--- src/design/arm_isa_pkg.sv ---
// Instruction field encodings for the execute stage, imported by the RTL and the testbench
package arm_isa_pkg;

  localparam int IMM_WIDTH = 12;  // Shifter immediate field

  // ALU operation, codes 1000, 1101 and 1111 give zero
  typedef enum logic [3:0] {
    ALU_AND  = 4'b0000,
    ALU_EOR  = 4'b0001,
    ALU_SUB  = 4'b0010,
    ALU_RSB  = 4'b0011,
    ALU_ADD  = 4'b0100,
    ALU_ADC  = 4'b0101,
    ALU_SBC  = 4'b0110,
    ALU_RSC  = 4'b0111,
    ALU_MOVA = 4'b1001,  // Pass A
    ALU_MOV  = 4'b1010,  // Pass B
    ALU_MVN  = 4'b1011,
    ALU_ORR  = 4'b1100,
    ALU_BIC  = 4'b1110
  } alu_op_t;

  typedef enum logic [1:0] {
    AM_ROT_IMM   = 2'b00,  // imm8 rotated right by 2 * imm12[11:8]
    AM_REG       = 2'b01,  // Rm as is
    AM_IMM12     = 2'b10,  // imm12 zero-extended
    AM_SHIFT_REG = 2'b11   // Rm shifted by imm12[11:7]
  } addr_mode_t;

  typedef enum logic [1:0] {
    SH_LSL = 2'b00,
    SH_LSR = 2'b01,
    SH_ASR = 2'b10,
    SH_ROR = 2'b11
  } shift_t;

  typedef enum logic [3:0] {
    COND_EQ, COND_NE, COND_CS, COND_CC,
    COND_MI, COND_PL, COND_VS, COND_VC,
    COND_HI, COND_LS, COND_GE, COND_LT,
    COND_GT, COND_LE,
    COND_AL,  // Always
    COND_NV   // Never
  } cond_t;

endpackage

--- src/design/ex_types_pkg.sv ---
// Datapath word and status flag types shared by the execute stage RTL and its testbench
package ex_types_pkg;

  localparam int WORD_WIDTH = 32;

  typedef logic [WORD_WIDTH-1:0] word_t;

  // Status flags, N in the top bit
  typedef struct packed {
    logic n;  // Negative
    logic z;  // Zero
    logic c;  // Carry, or borrow after a subtraction
    logic v;  // Signed overflow
  } flags_t;

endpackage

--- src/design/alu_datapath.sv ---
// Addressing-mode shifter and flag-setting ALU of the execute stage, purely combinational
`timescale 1ns/1ns

module alu_datapath (
  input  ex_types_pkg::word_t                rm_value,
  input  ex_types_pkg::word_t                rn_value,
  input  logic [arm_isa_pkg::IMM_WIDTH-1:0]  imm12,
  input  arm_isa_pkg::addr_mode_t            addr_mode,
  input  arm_isa_pkg::alu_op_t               alu_op,
  input  logic                               carry_in,
  output ex_types_pkg::word_t                alu_result,
  output ex_types_pkg::flags_t               alu_flags
);

  import arm_isa_pkg::*;
  import ex_types_pkg::*;

  word_t                 operand_b;
  word_t                 imm8_ext;
  logic [4:0]            rot_amount;
  logic [4:0]            shift_amount;
  logic [WORD_WIDTH:0]   wide;
  logic [WORD_WIDTH:0]   carry_ext;
  word_t                 result;
  logic                  carry_out;
  logic                  overflow;

  function automatic word_t ror_word(input word_t value, input logic [4:0] amount);
    logic [2*WORD_WIDTH-1:0] doubled;
    doubled = {value, value} >> amount;
    return doubled[WORD_WIDTH-1:0];
  endfunction

  // Signed overflow of x + y giving r
  function automatic logic add_ovf(input word_t x, input word_t y, input word_t r);
    return (x[WORD_WIDTH-1] == y[WORD_WIDTH-1]) && (r[WORD_WIDTH-1] != x[WORD_WIDTH-1]);
  endfunction

  // Signed overflow of x - y giving r
  function automatic logic sub_ovf(input word_t x, input word_t y, input word_t r);
    return (x[WORD_WIDTH-1] != y[WORD_WIDTH-1]) && (r[WORD_WIDTH-1] != x[WORD_WIDTH-1]);
  endfunction

  assign imm8_ext     = {{(WORD_WIDTH-8){1'b0}}, imm12[7:0]};
  assign rot_amount   = {imm12[11:8], 1'b0};  // Twice the rotate field
  assign shift_amount = imm12[11:7];
  assign carry_ext    = {{WORD_WIDTH{1'b0}}, carry_in};

  // Second operand
  always_comb begin
    operand_b = '0;
    case (addr_mode)
      AM_ROT_IMM: operand_b = ror_word(imm8_ext, rot_amount);
      AM_REG:     operand_b = rm_value;
      AM_IMM12:   operand_b = {{(WORD_WIDTH-IMM_WIDTH){1'b0}}, imm12};
      AM_SHIFT_REG: begin
        case (shift_t'(imm12[6:5]))
          SH_LSL: operand_b = rm_value << shift_amount;
          SH_LSR: operand_b = rm_value >> shift_amount;
          SH_ASR: operand_b = word_t'($signed(rm_value) >>> shift_amount);
          SH_ROR: operand_b = ror_word(rm_value, shift_amount);
          default: operand_b = rm_value;
        endcase
      end
      default: operand_b = rm_value;
    endcase
  end

  // Arithmetic ops go through the 33-bit wide path for carry
  always_comb begin
    wide      = '0;
    result    = '0;
    carry_out = 1'b0;
    overflow  = 1'b0;
    case (alu_op)
      ALU_AND:  result = rn_value & operand_b;
      ALU_EOR:  result = rn_value ^ operand_b;
      ALU_ORR:  result = rn_value | operand_b;
      ALU_BIC:  result = rn_value & ~operand_b;
      ALU_MOVA: result = rn_value;
      ALU_MOV:  result = operand_b;
      ALU_MVN:  result = ~operand_b;
      ALU_ADD, ALU_ADC: begin
        wide = {1'b0, rn_value} + {1'b0, operand_b};
        if (alu_op == ALU_ADC) begin
          wide = wide + carry_ext;
        end
        result    = wide[WORD_WIDTH-1:0];
        carry_out = wide[WORD_WIDTH];
        overflow  = add_ovf(rn_value, operand_b, result);
      end
      ALU_SUB, ALU_SBC: begin
        wide = {1'b0, rn_value} - {1'b0, operand_b};
        if (alu_op == ALU_SBC) begin
          wide = wide - carry_ext;
        end
        result    = wide[WORD_WIDTH-1:0];
        carry_out = wide[WORD_WIDTH];  // Borrow
        overflow  = sub_ovf(rn_value, operand_b, result);
      end
      ALU_RSB, ALU_RSC: begin
        wide = {1'b0, operand_b} - {1'b0, rn_value};
        if (alu_op == ALU_RSC) begin
          wide = wide - carry_ext;
        end
        result    = wide[WORD_WIDTH-1:0];
        carry_out = wide[WORD_WIDTH];
        overflow  = sub_ovf(operand_b, rn_value, result);
      end
      default: result = '0;  // Unused codes
    endcase
  end

  assign alu_result  = result;
  assign alu_flags.n = result[WORD_WIDTH-1];
  assign alu_flags.z = (result == '0);
  assign alu_flags.c = carry_out;
  assign alu_flags.v = overflow;

endmodule

--- src/design/branch_resolver.sv ---
// Condition check against the stored flags and branch target adder of the execute stage
`timescale 1ns/1ns

module branch_resolver #(
  parameter int OFFSET_WIDTH = 24
) (
  input  arm_isa_pkg::cond_t         cond,
  input  logic                       is_branch,
  input  logic                       is_link,
  input  logic [OFFSET_WIDTH-1:0]    branch_offset,
  input  ex_types_pkg::word_t        next_pc,
  input  ex_types_pkg::flags_t       flags,
  output logic                       taken,
  output logic                       link_taken,
  output ex_types_pkg::word_t        target
);

  import arm_isa_pkg::*;
  import ex_types_pkg::*;

  logic  cond_holds;
  word_t offset_ext;

  // One table serves both B and BL
  always_comb begin
    cond_holds = 1'b0;
    case (cond)
      COND_EQ: cond_holds = flags.z;
      COND_NE: cond_holds = !flags.z;
      COND_CS: cond_holds = flags.c;
      COND_CC: cond_holds = !flags.c;
      COND_MI: cond_holds = flags.n;
      COND_PL: cond_holds = !flags.n;
      COND_VS: cond_holds = flags.v;
      COND_VC: cond_holds = !flags.v;
      COND_HI: cond_holds = flags.c && !flags.z;
      COND_LS: cond_holds = !flags.c || flags.z;
      COND_GE: cond_holds = (flags.n == flags.v);
      COND_LT: cond_holds = (flags.n != flags.v);
      COND_GT: cond_holds = !flags.z && (flags.n == flags.v);
      COND_LE: cond_holds = flags.z || (flags.n != flags.v);
      COND_AL: cond_holds = 1'b1;
      COND_NV: cond_holds = 1'b0;
      default: cond_holds = 1'b0;
    endcase
  end

  // Sign extend the word offset
  assign offset_ext = {{(WORD_WIDTH-OFFSET_WIDTH){branch_offset[OFFSET_WIDTH-1]}},
                       branch_offset};

  assign target     = next_pc + (offset_ext << 2);  // Offset counts words
  assign taken      = (is_branch || is_link) && cond_holds;
  assign link_taken = taken && is_link;

endmodule

--- src/design/ex_stage.sv ---
// Top level of the execute stage, wiring the ALU path, branch resolver and writeback register
`timescale 1ns/1ns

module ex_stage #(
  parameter int OFFSET_WIDTH = 24
) (
  input  logic                               clk,
  input  logic                               reset,
  input  logic                               in_valid,
  input  arm_isa_pkg::alu_op_t               alu_op,
  input  arm_isa_pkg::addr_mode_t            addr_mode,
  input  logic [arm_isa_pkg::IMM_WIDTH-1:0]  imm12,
  input  ex_types_pkg::word_t                rm_value,
  input  ex_types_pkg::word_t                rn_value,
  input  logic                               store_cc,
  input  logic                               is_branch,
  input  logic                               is_link,
  input  arm_isa_pkg::cond_t                 cond,
  input  logic [OFFSET_WIDTH-1:0]            branch_offset,
  input  ex_types_pkg::word_t                next_pc,
  output logic                               out_valid,
  output ex_types_pkg::word_t                result,
  output ex_types_pkg::flags_t               flags,
  output logic                               branch_taken,
  output ex_types_pkg::word_t                branch_target,
  output logic                               link_write
);

  import ex_types_pkg::*;

  word_t  alu_result;
  flags_t alu_flags;
  logic   taken;
  logic   link_taken;
  word_t  target;

  alu_datapath u_alu_datapath (
    .rm_value   (rm_value),
    .rn_value   (rn_value),
    .imm12      (imm12),
    .addr_mode  (addr_mode),
    .alu_op     (alu_op),
    .carry_in   (flags.c),  // Stored carry
    .alu_result (alu_result),
    .alu_flags  (alu_flags)
  );

  branch_resolver #(
    .OFFSET_WIDTH (OFFSET_WIDTH)
  ) u_branch_resolver (
    .cond          (cond),
    .is_branch     (is_branch),
    .is_link       (is_link),
    .branch_offset (branch_offset),
    .next_pc       (next_pc),
    .flags         (flags),
    .taken         (taken),
    .link_taken    (link_taken),
    .target        (target)
  );

  ex_writeback u_ex_writeback (
    .clk           (clk),
    .reset         (reset),
    .in_valid      (in_valid),
    .store_cc      (store_cc),
    .alu_result    (alu_result),
    .alu_flags     (alu_flags),
    .taken         (taken),
    .link_taken    (link_taken),
    .target        (target),
    .next_pc       (next_pc),
    .flags         (flags),
    .out_valid     (out_valid),
    .result        (result),
    .branch_taken  (branch_taken),
    .branch_target (branch_target),
    .link_write    (link_write)
  );

endmodule

--- src/design/ex_writeback.sv ---
// Flag register and output register of the execute stage, one cycle behind the inputs
`timescale 1ns/1ns

module ex_writeback (
  input  logic                   clk,
  input  logic                   reset,
  input  logic                   in_valid,
  input  logic                   store_cc,
  input  ex_types_pkg::word_t    alu_result,
  input  ex_types_pkg::flags_t   alu_flags,
  input  logic                   taken,
  input  logic                   link_taken,
  input  ex_types_pkg::word_t    target,
  input  ex_types_pkg::word_t    next_pc,
  output ex_types_pkg::flags_t   flags,
  output logic                   out_valid,
  output ex_types_pkg::word_t    result,
  output logic                   branch_taken,
  output ex_types_pkg::word_t    branch_target,
  output logic                   link_write
);

  // PSR, read by the ALU carry and the condition table
  always_ff @(posedge clk or posedge reset) begin
    if (reset) begin
      flags <= '0;
    end else if (in_valid && store_cc) begin
      flags <= alu_flags;
    end
  end

  // Control outputs follow in_valid every cycle
  always_ff @(posedge clk or posedge reset) begin
    if (reset) begin
      out_valid    <= 1'b0;
      branch_taken <= 1'b0;
      link_write   <= 1'b0;
    end else begin
      out_valid    <= in_valid;
      branch_taken <= in_valid && taken;
      link_write   <= in_valid && link_taken;
    end
  end

  // Payload holds across idle cycles
  always_ff @(posedge clk or posedge reset) begin
    if (reset) begin
      result        <= '0;
      branch_target <= '0;
    end else if (in_valid) begin
      result        <= link_taken ? next_pc : alu_result;  // Return address on BL
      branch_target <= target;
    end
  end

endmodule

--- config.mk ---
export PLATFORM = sky130hd
export DESIGN_NAME = ex_stage
export DESIGN_NICKNAME = d
export VERILOG_FILES = /design/src/design/arm_isa_pkg.sv /design/src/design/ex_types_pkg.sv /design/src/design/alu_datapath.sv /design/src/design/branch_resolver.sv /design/src/design/ex_stage.sv /design/src/design/ex_writeback.sv
export SDC_FILE = /design/constraint.sdc
export NUM_CORES = 1
export LEC_CHECK = 0
export BUFFER_PORTS_ARGS = -buffer_cell sky130_fd_sc_hd__buf_2
export CAP_MARGIN = 40
export CORE_UTILIZATION = 45
export DETAILED_ROUTE_END_ITERATION = 7
export SYNTH_ARGS = -nofsm -noshare
export SYNTH_HDL_FRONTEND = slang
export SYNTH_HIERARCHICAL = 1
export SYNTH_SLANG_ARGS = --single-unit
--- constraint.sdc ---
create_clock -name clk -period 7.8 [get_ports clk]
set_input_delay 0 -clock clk [delete_from_list [all_inputs] [get_ports clk]]
set_output_delay 0 -clock clk [all_outputs]
set_load 0.02 [all_outputs]
Word level (Yosys, flattened, before mapping)
Index checks and enable logic that the tools add are counted.

storage, ports and cells
  flip-flop bits (word level) = 71
  input bits = 148
  output and inout port bits = 71
  word-level logic and storage cells = 105

cells by class
  $add $sub $neg = 7
  equality and inequality tests = 41
  shift-type cells = 5
  mux-type cells = 13
  bitwise logic cells = 5
  reductions and logical operators = 25

operators with widths
  cell                                                  number
  case mux 32 bit (10 select lines)                     1
  case mux 32 bit (4 select lines)                      2
  2-to-1 mux 33 bit                                     6
  subtractor 32 x 32 -> 33 bit                          2
  subtractor 33 x 1 -> 33 bit                           2
  AND 32 bit                                            2
  right shift 64 x 5 -> 32 bit                          1
  equality test 4 bit (second input constant)           13
  right shift 40 x 5 -> 32 bit                          1
  adder 32 x 32 -> 33 bit                               1
  adder 33 x 1 -> 33 bit                                1
  adder 32 bit                                          1
  equality test 4 x 3 -> 1 bit (second input constant)  8
  logical NOT 32 bit                                    1
  2-to-1 mux 32 bit                                     1
  NOT 32 bit                                            1
  bitwise OR 32 bit                                     1
  << shifter 32 x 5 -> 32 bit                           1
  right shift 32 x 5 -> 32 bit                          1
  >>> shifter 32 x 5 -> 32 bit                          1
  XOR 32 bit                                            1
  equality test 4 x 2 -> 1 bit (second input constant)  4
  case mux 1 bit (16 select lines)                      1
  logical AND 1 bit                                     10
  other kinds (11)                                      32

Logic depth before layout (Yosys ltp)
  word-level depth = 10
  depth in mapped cells = 31
  depth with buffers taken out = 24

Modules after synthesis
Netlist, hierarchy kept.

modules (own cells, without submodules)
  module           instances  cells each  area each (µm²)  sequential area each (µm²)
  alu_datapath     1          2628        18064.8          0.0
  ex_writeback     1          222         3079.2           1776.7
  branch_resolver  1          227         1571.5           0.0

Least setup slack after synthesis
No wires, ideal clock.

  kind = input-to-reg
  start point = input port imm12[7] (netlist bit)
  end point = register, netlist name u_ex_writeback/flags[2]
  setup time = 0.066 ns
  data arrival time = 6.501 ns
  path slack = 1.233 ns
  stages = 24
  buffers on the path = 5
  cell sequence = buf_2 -> buf_2 -> inv_1 -> buf_2 -> buf_2 -> mux4_2 -> mux2i_1 -> a311oi_1 -> o32ai_1 -> ha_1 -> clkbuf_1 -> or4_1 -> or4_1 -> nand3_1 -> o221ai_1 -> a222oi_1 -> nand4b_2 -> or4b_1 -> nor2_2 -> xor2_1 -> o2111ai_1 -> or3_1 -> nor4_2 -> mux2_1

RTL lines
  what             line            source
  start, declared  ex_stage.sv:12  input logic [arm_isa_pkg::IMM_WIDTH-1:0] imm12,

==> out/metrics.yaml <==
sta:
  fin_ws_ps: 59.4
  tightest_slew_ps: 1080
  setup_viol: 0
  period_needed_ps: 7740
  hold_viol: 0
  max_freq_mhz: 129
  period_share_pct: 99.2
  finalMaxSlewViolations: 0
  clock_skew_ps: 6.11
  rsz0062_at_grt: "no"
  slew_headroom_pct: 27.3
synthesis:
  synth_common_cells: "nor2_1 (258), a21oi_1 (257), nand2_1 (234)"
  syn_area_per_cell_um2: 7.38
  synth_edf_count: 0
  synth_area_um2: 22700
  yosys-top-cells-area: "ha_1 (9.2%), dfrtp_1 (7.8%), mux2i_1 (6.8%)"
  synth_cell_types: 105
  synthCells: 3077
  synth.most_common_cell: "nor2_1"
  synth-main-ff-cell: "dfrtp_1"
  ys_seq_area_share_pct: 7.82
  yosysWarnings: 6
  ys_ff_latch: 71
  synth_top_area_share_pct: 9.20
  synth.largest_area_cell: "ha_1"
  synthArstFlopShare_pct: 100
  syn_nets: 3396
global_routing:
  grt_pass1_wl_um: 183000
  grt_pass1_vias: 27800
  antenna_found_initial: 4
  gr-total-overflow: 0
  track_usage_pct: 48.1
  grt_max_degree: 63
finish:
  fin_util_pct: 54.2
  area_growth_pct: 17.7
  final_cells: 4086
  final_layout_size_suffix_gt1_share_pct: 22.7
  fin_nets: 3734
setup_path:
  cp_max_fo: 43
  endpoint_kind: "flip-flop"
  r2r_slack_ps: 2300
  crit_type: "in2reg"
  crit_required_ps: 8090
  arrival_ps: 8030
  startpoint_type: "primary input"
floorplanning:
  start_util_pct: 46.0
  rows: 81
  dieArea_um2: 51400
  die_h_um: 227
  core-area_um2: 49400
  die_x_um: 227
  io_pins: 219
clock_tree:
  clkLatencyLatePin_ps: 350
  cts_root_buf: "clkbuf_16"
  h-tree-depth: 3
  clock_path_buffers: 2
  cts.reportedPaths.clkPinSlew_ps: 60
  cts_buffers: 9
  cts_sinks: 71
  cts_tree: "done"
outcome:
  status: "complete, no violations"
power_and_ir_drop:
  leakagePower_nw: 11.5
  ir_drop_v: 0.0000978
  p_per_area_nw_per_um2: 151
drt:
  routed_via_density: 7.16
  wl_per_cell_um: 31.1
  firstDrtPassIters: 8
  drc_errors: 0
  ant_nets: 0
  drt-total-wl_um: 127000
  drt_first_iter_violations: 4273
  vias: 29300
worst_hold_path:
  hp-class: "in2reg"
place:
  place_congestion: 1.13
  dp.cells: 4040
  dp_hpwl_um: 99700
  portBuffers: 218
  dp_slack_ps: -310
job:
  cap_violations: 0
==> worst paths after layout <==
path / from / end / cells after the start
hold / removal: next_pc[29] / u_ex_writeback/result[29] / 3
min in group asynchronous: reset / u_ex_writeback/branch_target[1] / 4
setup / recovery: imm12[8] / u_ex_writeback/flags[2] / 23
setup reg to reg: u_ex_writeback/flags[1] / u_ex_writeback/flags[2] / 16
hold reg to reg: u_ex_writeback/branch_target[20] / u_ex_writeback/branch_target[20] / 1
max in group asynchronous: reset / u_ex_writeback/result[20] / 5
==> cell families (layout without fill, tap and decap cells) <==
| family | after synthesis | after routing | synth area share (%) |
|---|---|---|---|
| AO/OA/AOI/OAI | 963 | 963 | 28.4 |
| XOR/XNOR | 152 | 152 | 5.86 |
| adder cells (fa/ha/maj) | 171 | 171 | 9.55 |
| buffers and inverters | 370 | 713 | 7.02 |
| flip-flops | 71 | 71 | 7.82 |
| multiplexers | 304 | 304 | 17.8 |
| other | 0 | 2 | 0 |
| AND/OR/NAND/NOR | 1046 | 1046 | 23.5 |
==> cells in the final DEF, fill, tap and decap left out, drive strengths merged, types with 20 or more instances in the layout <==
cell	count
o31ai	21
nand3	85
a21oi	257
or2	27
and3	29
nor2	259
buf	541
a31oi	24
o21bai	20
mux2i	154
a211oi	47
or3	31
nand2	235
nand2b	42
o22ai	44
xnor2	108
nor4	52
a22oi	21
mux2	88
ha	167
o21ai	186
inv	128
nor2b	46
and2	38
xor2	44
nand4	30
o211ai	38
o2111ai	20
nor3	81
o221ai	33
dlygate4sd3	22
a221oi	23
mux4	62
dfrtp	71
a21o	38
==> report_power, final <==
group	internal (mW)	leakage, nW	switching, mW	total, mW
combinational	1.16	10.5	1.89	3.05
clock	0.330	0.176	0.165	0.494
sequential	0.446	0.833	0.0500	0.496
==> through the flow <==
stage / cell area [um^2] / hold slack (ps) / TNS (ps) / power (mW)
after floorplan: 22700 / 31.4 / 0 / 2.26
after global placement: 26000 / 255 / -221 / 3.31
after detailed placement: 26100 / -7.38 / -310 / 3.37
after CTS: 26700 / 0.0182 / 0 / 3.88
after global routing: 26700 / 27.2 / 0 / 4.19
final: 26700 / 6.09 / 0 / 4.04
==> worst max-delay path, cell delays in order <==
cell and delay, ps:
buf_6 370, buf_4 320, buf_4 180, mux4_2 450, mux2_2 390, o41ai_1 640, a211oi_1 210, buf_4 230
ha_1 470, nor2b_1 110, a311o_1 370, a211o_1 380, or3_1 350, a222oi_1 490, and3_1 330, nand3_1 260
or4_1 540, xnor2_1 200, a221oi_2 600, o211ai_1 280, or3_1 420, nor4_2 230, mux2_1 160
==> routing by layer <==
metal | routed length (um) | vias to the layer above | GRT usage [%]
met4 | 10600 | 10 | 34.8
li1 | - | 12300 | -
met2 | 53300 | 2396 | 72.2
met5 | 92 | - | 0
met1 | 46200 | 13900 | 56.9
met3 | 17100 | 641 | 16.4
==> sequential cells by signal, indices dropped and copies added (netlist names) <==
register and count:
u_ex_writeback/flags 4, u_ex_writeback/out_valid 1, u_ex_writeback/result 32, u_ex_writeback/branch_taken 1, u_ex_writeback/link_write 1, u_ex_writeback/branch_target 32
==> repair_timing <==
item,in CTS,in global routing
hold buffers,22,0
hold endpoints to repair,93,0
setup endpoints to repair,0,2
gates resized for setup,0,5
buffers inserted,0,0
==> final cells by class <==
cell class	count	area [um^2]
multi-input combinational	2636	19400
fill	4822	22600
sequential	71	1780
antenna	2	5.00
timing repair buffer	563	3880
inverter	134	504
clock buffer	11	253
tap	664	831
clock inverter	5	104
Note: power is estimated with default switching activity, not from simulation.
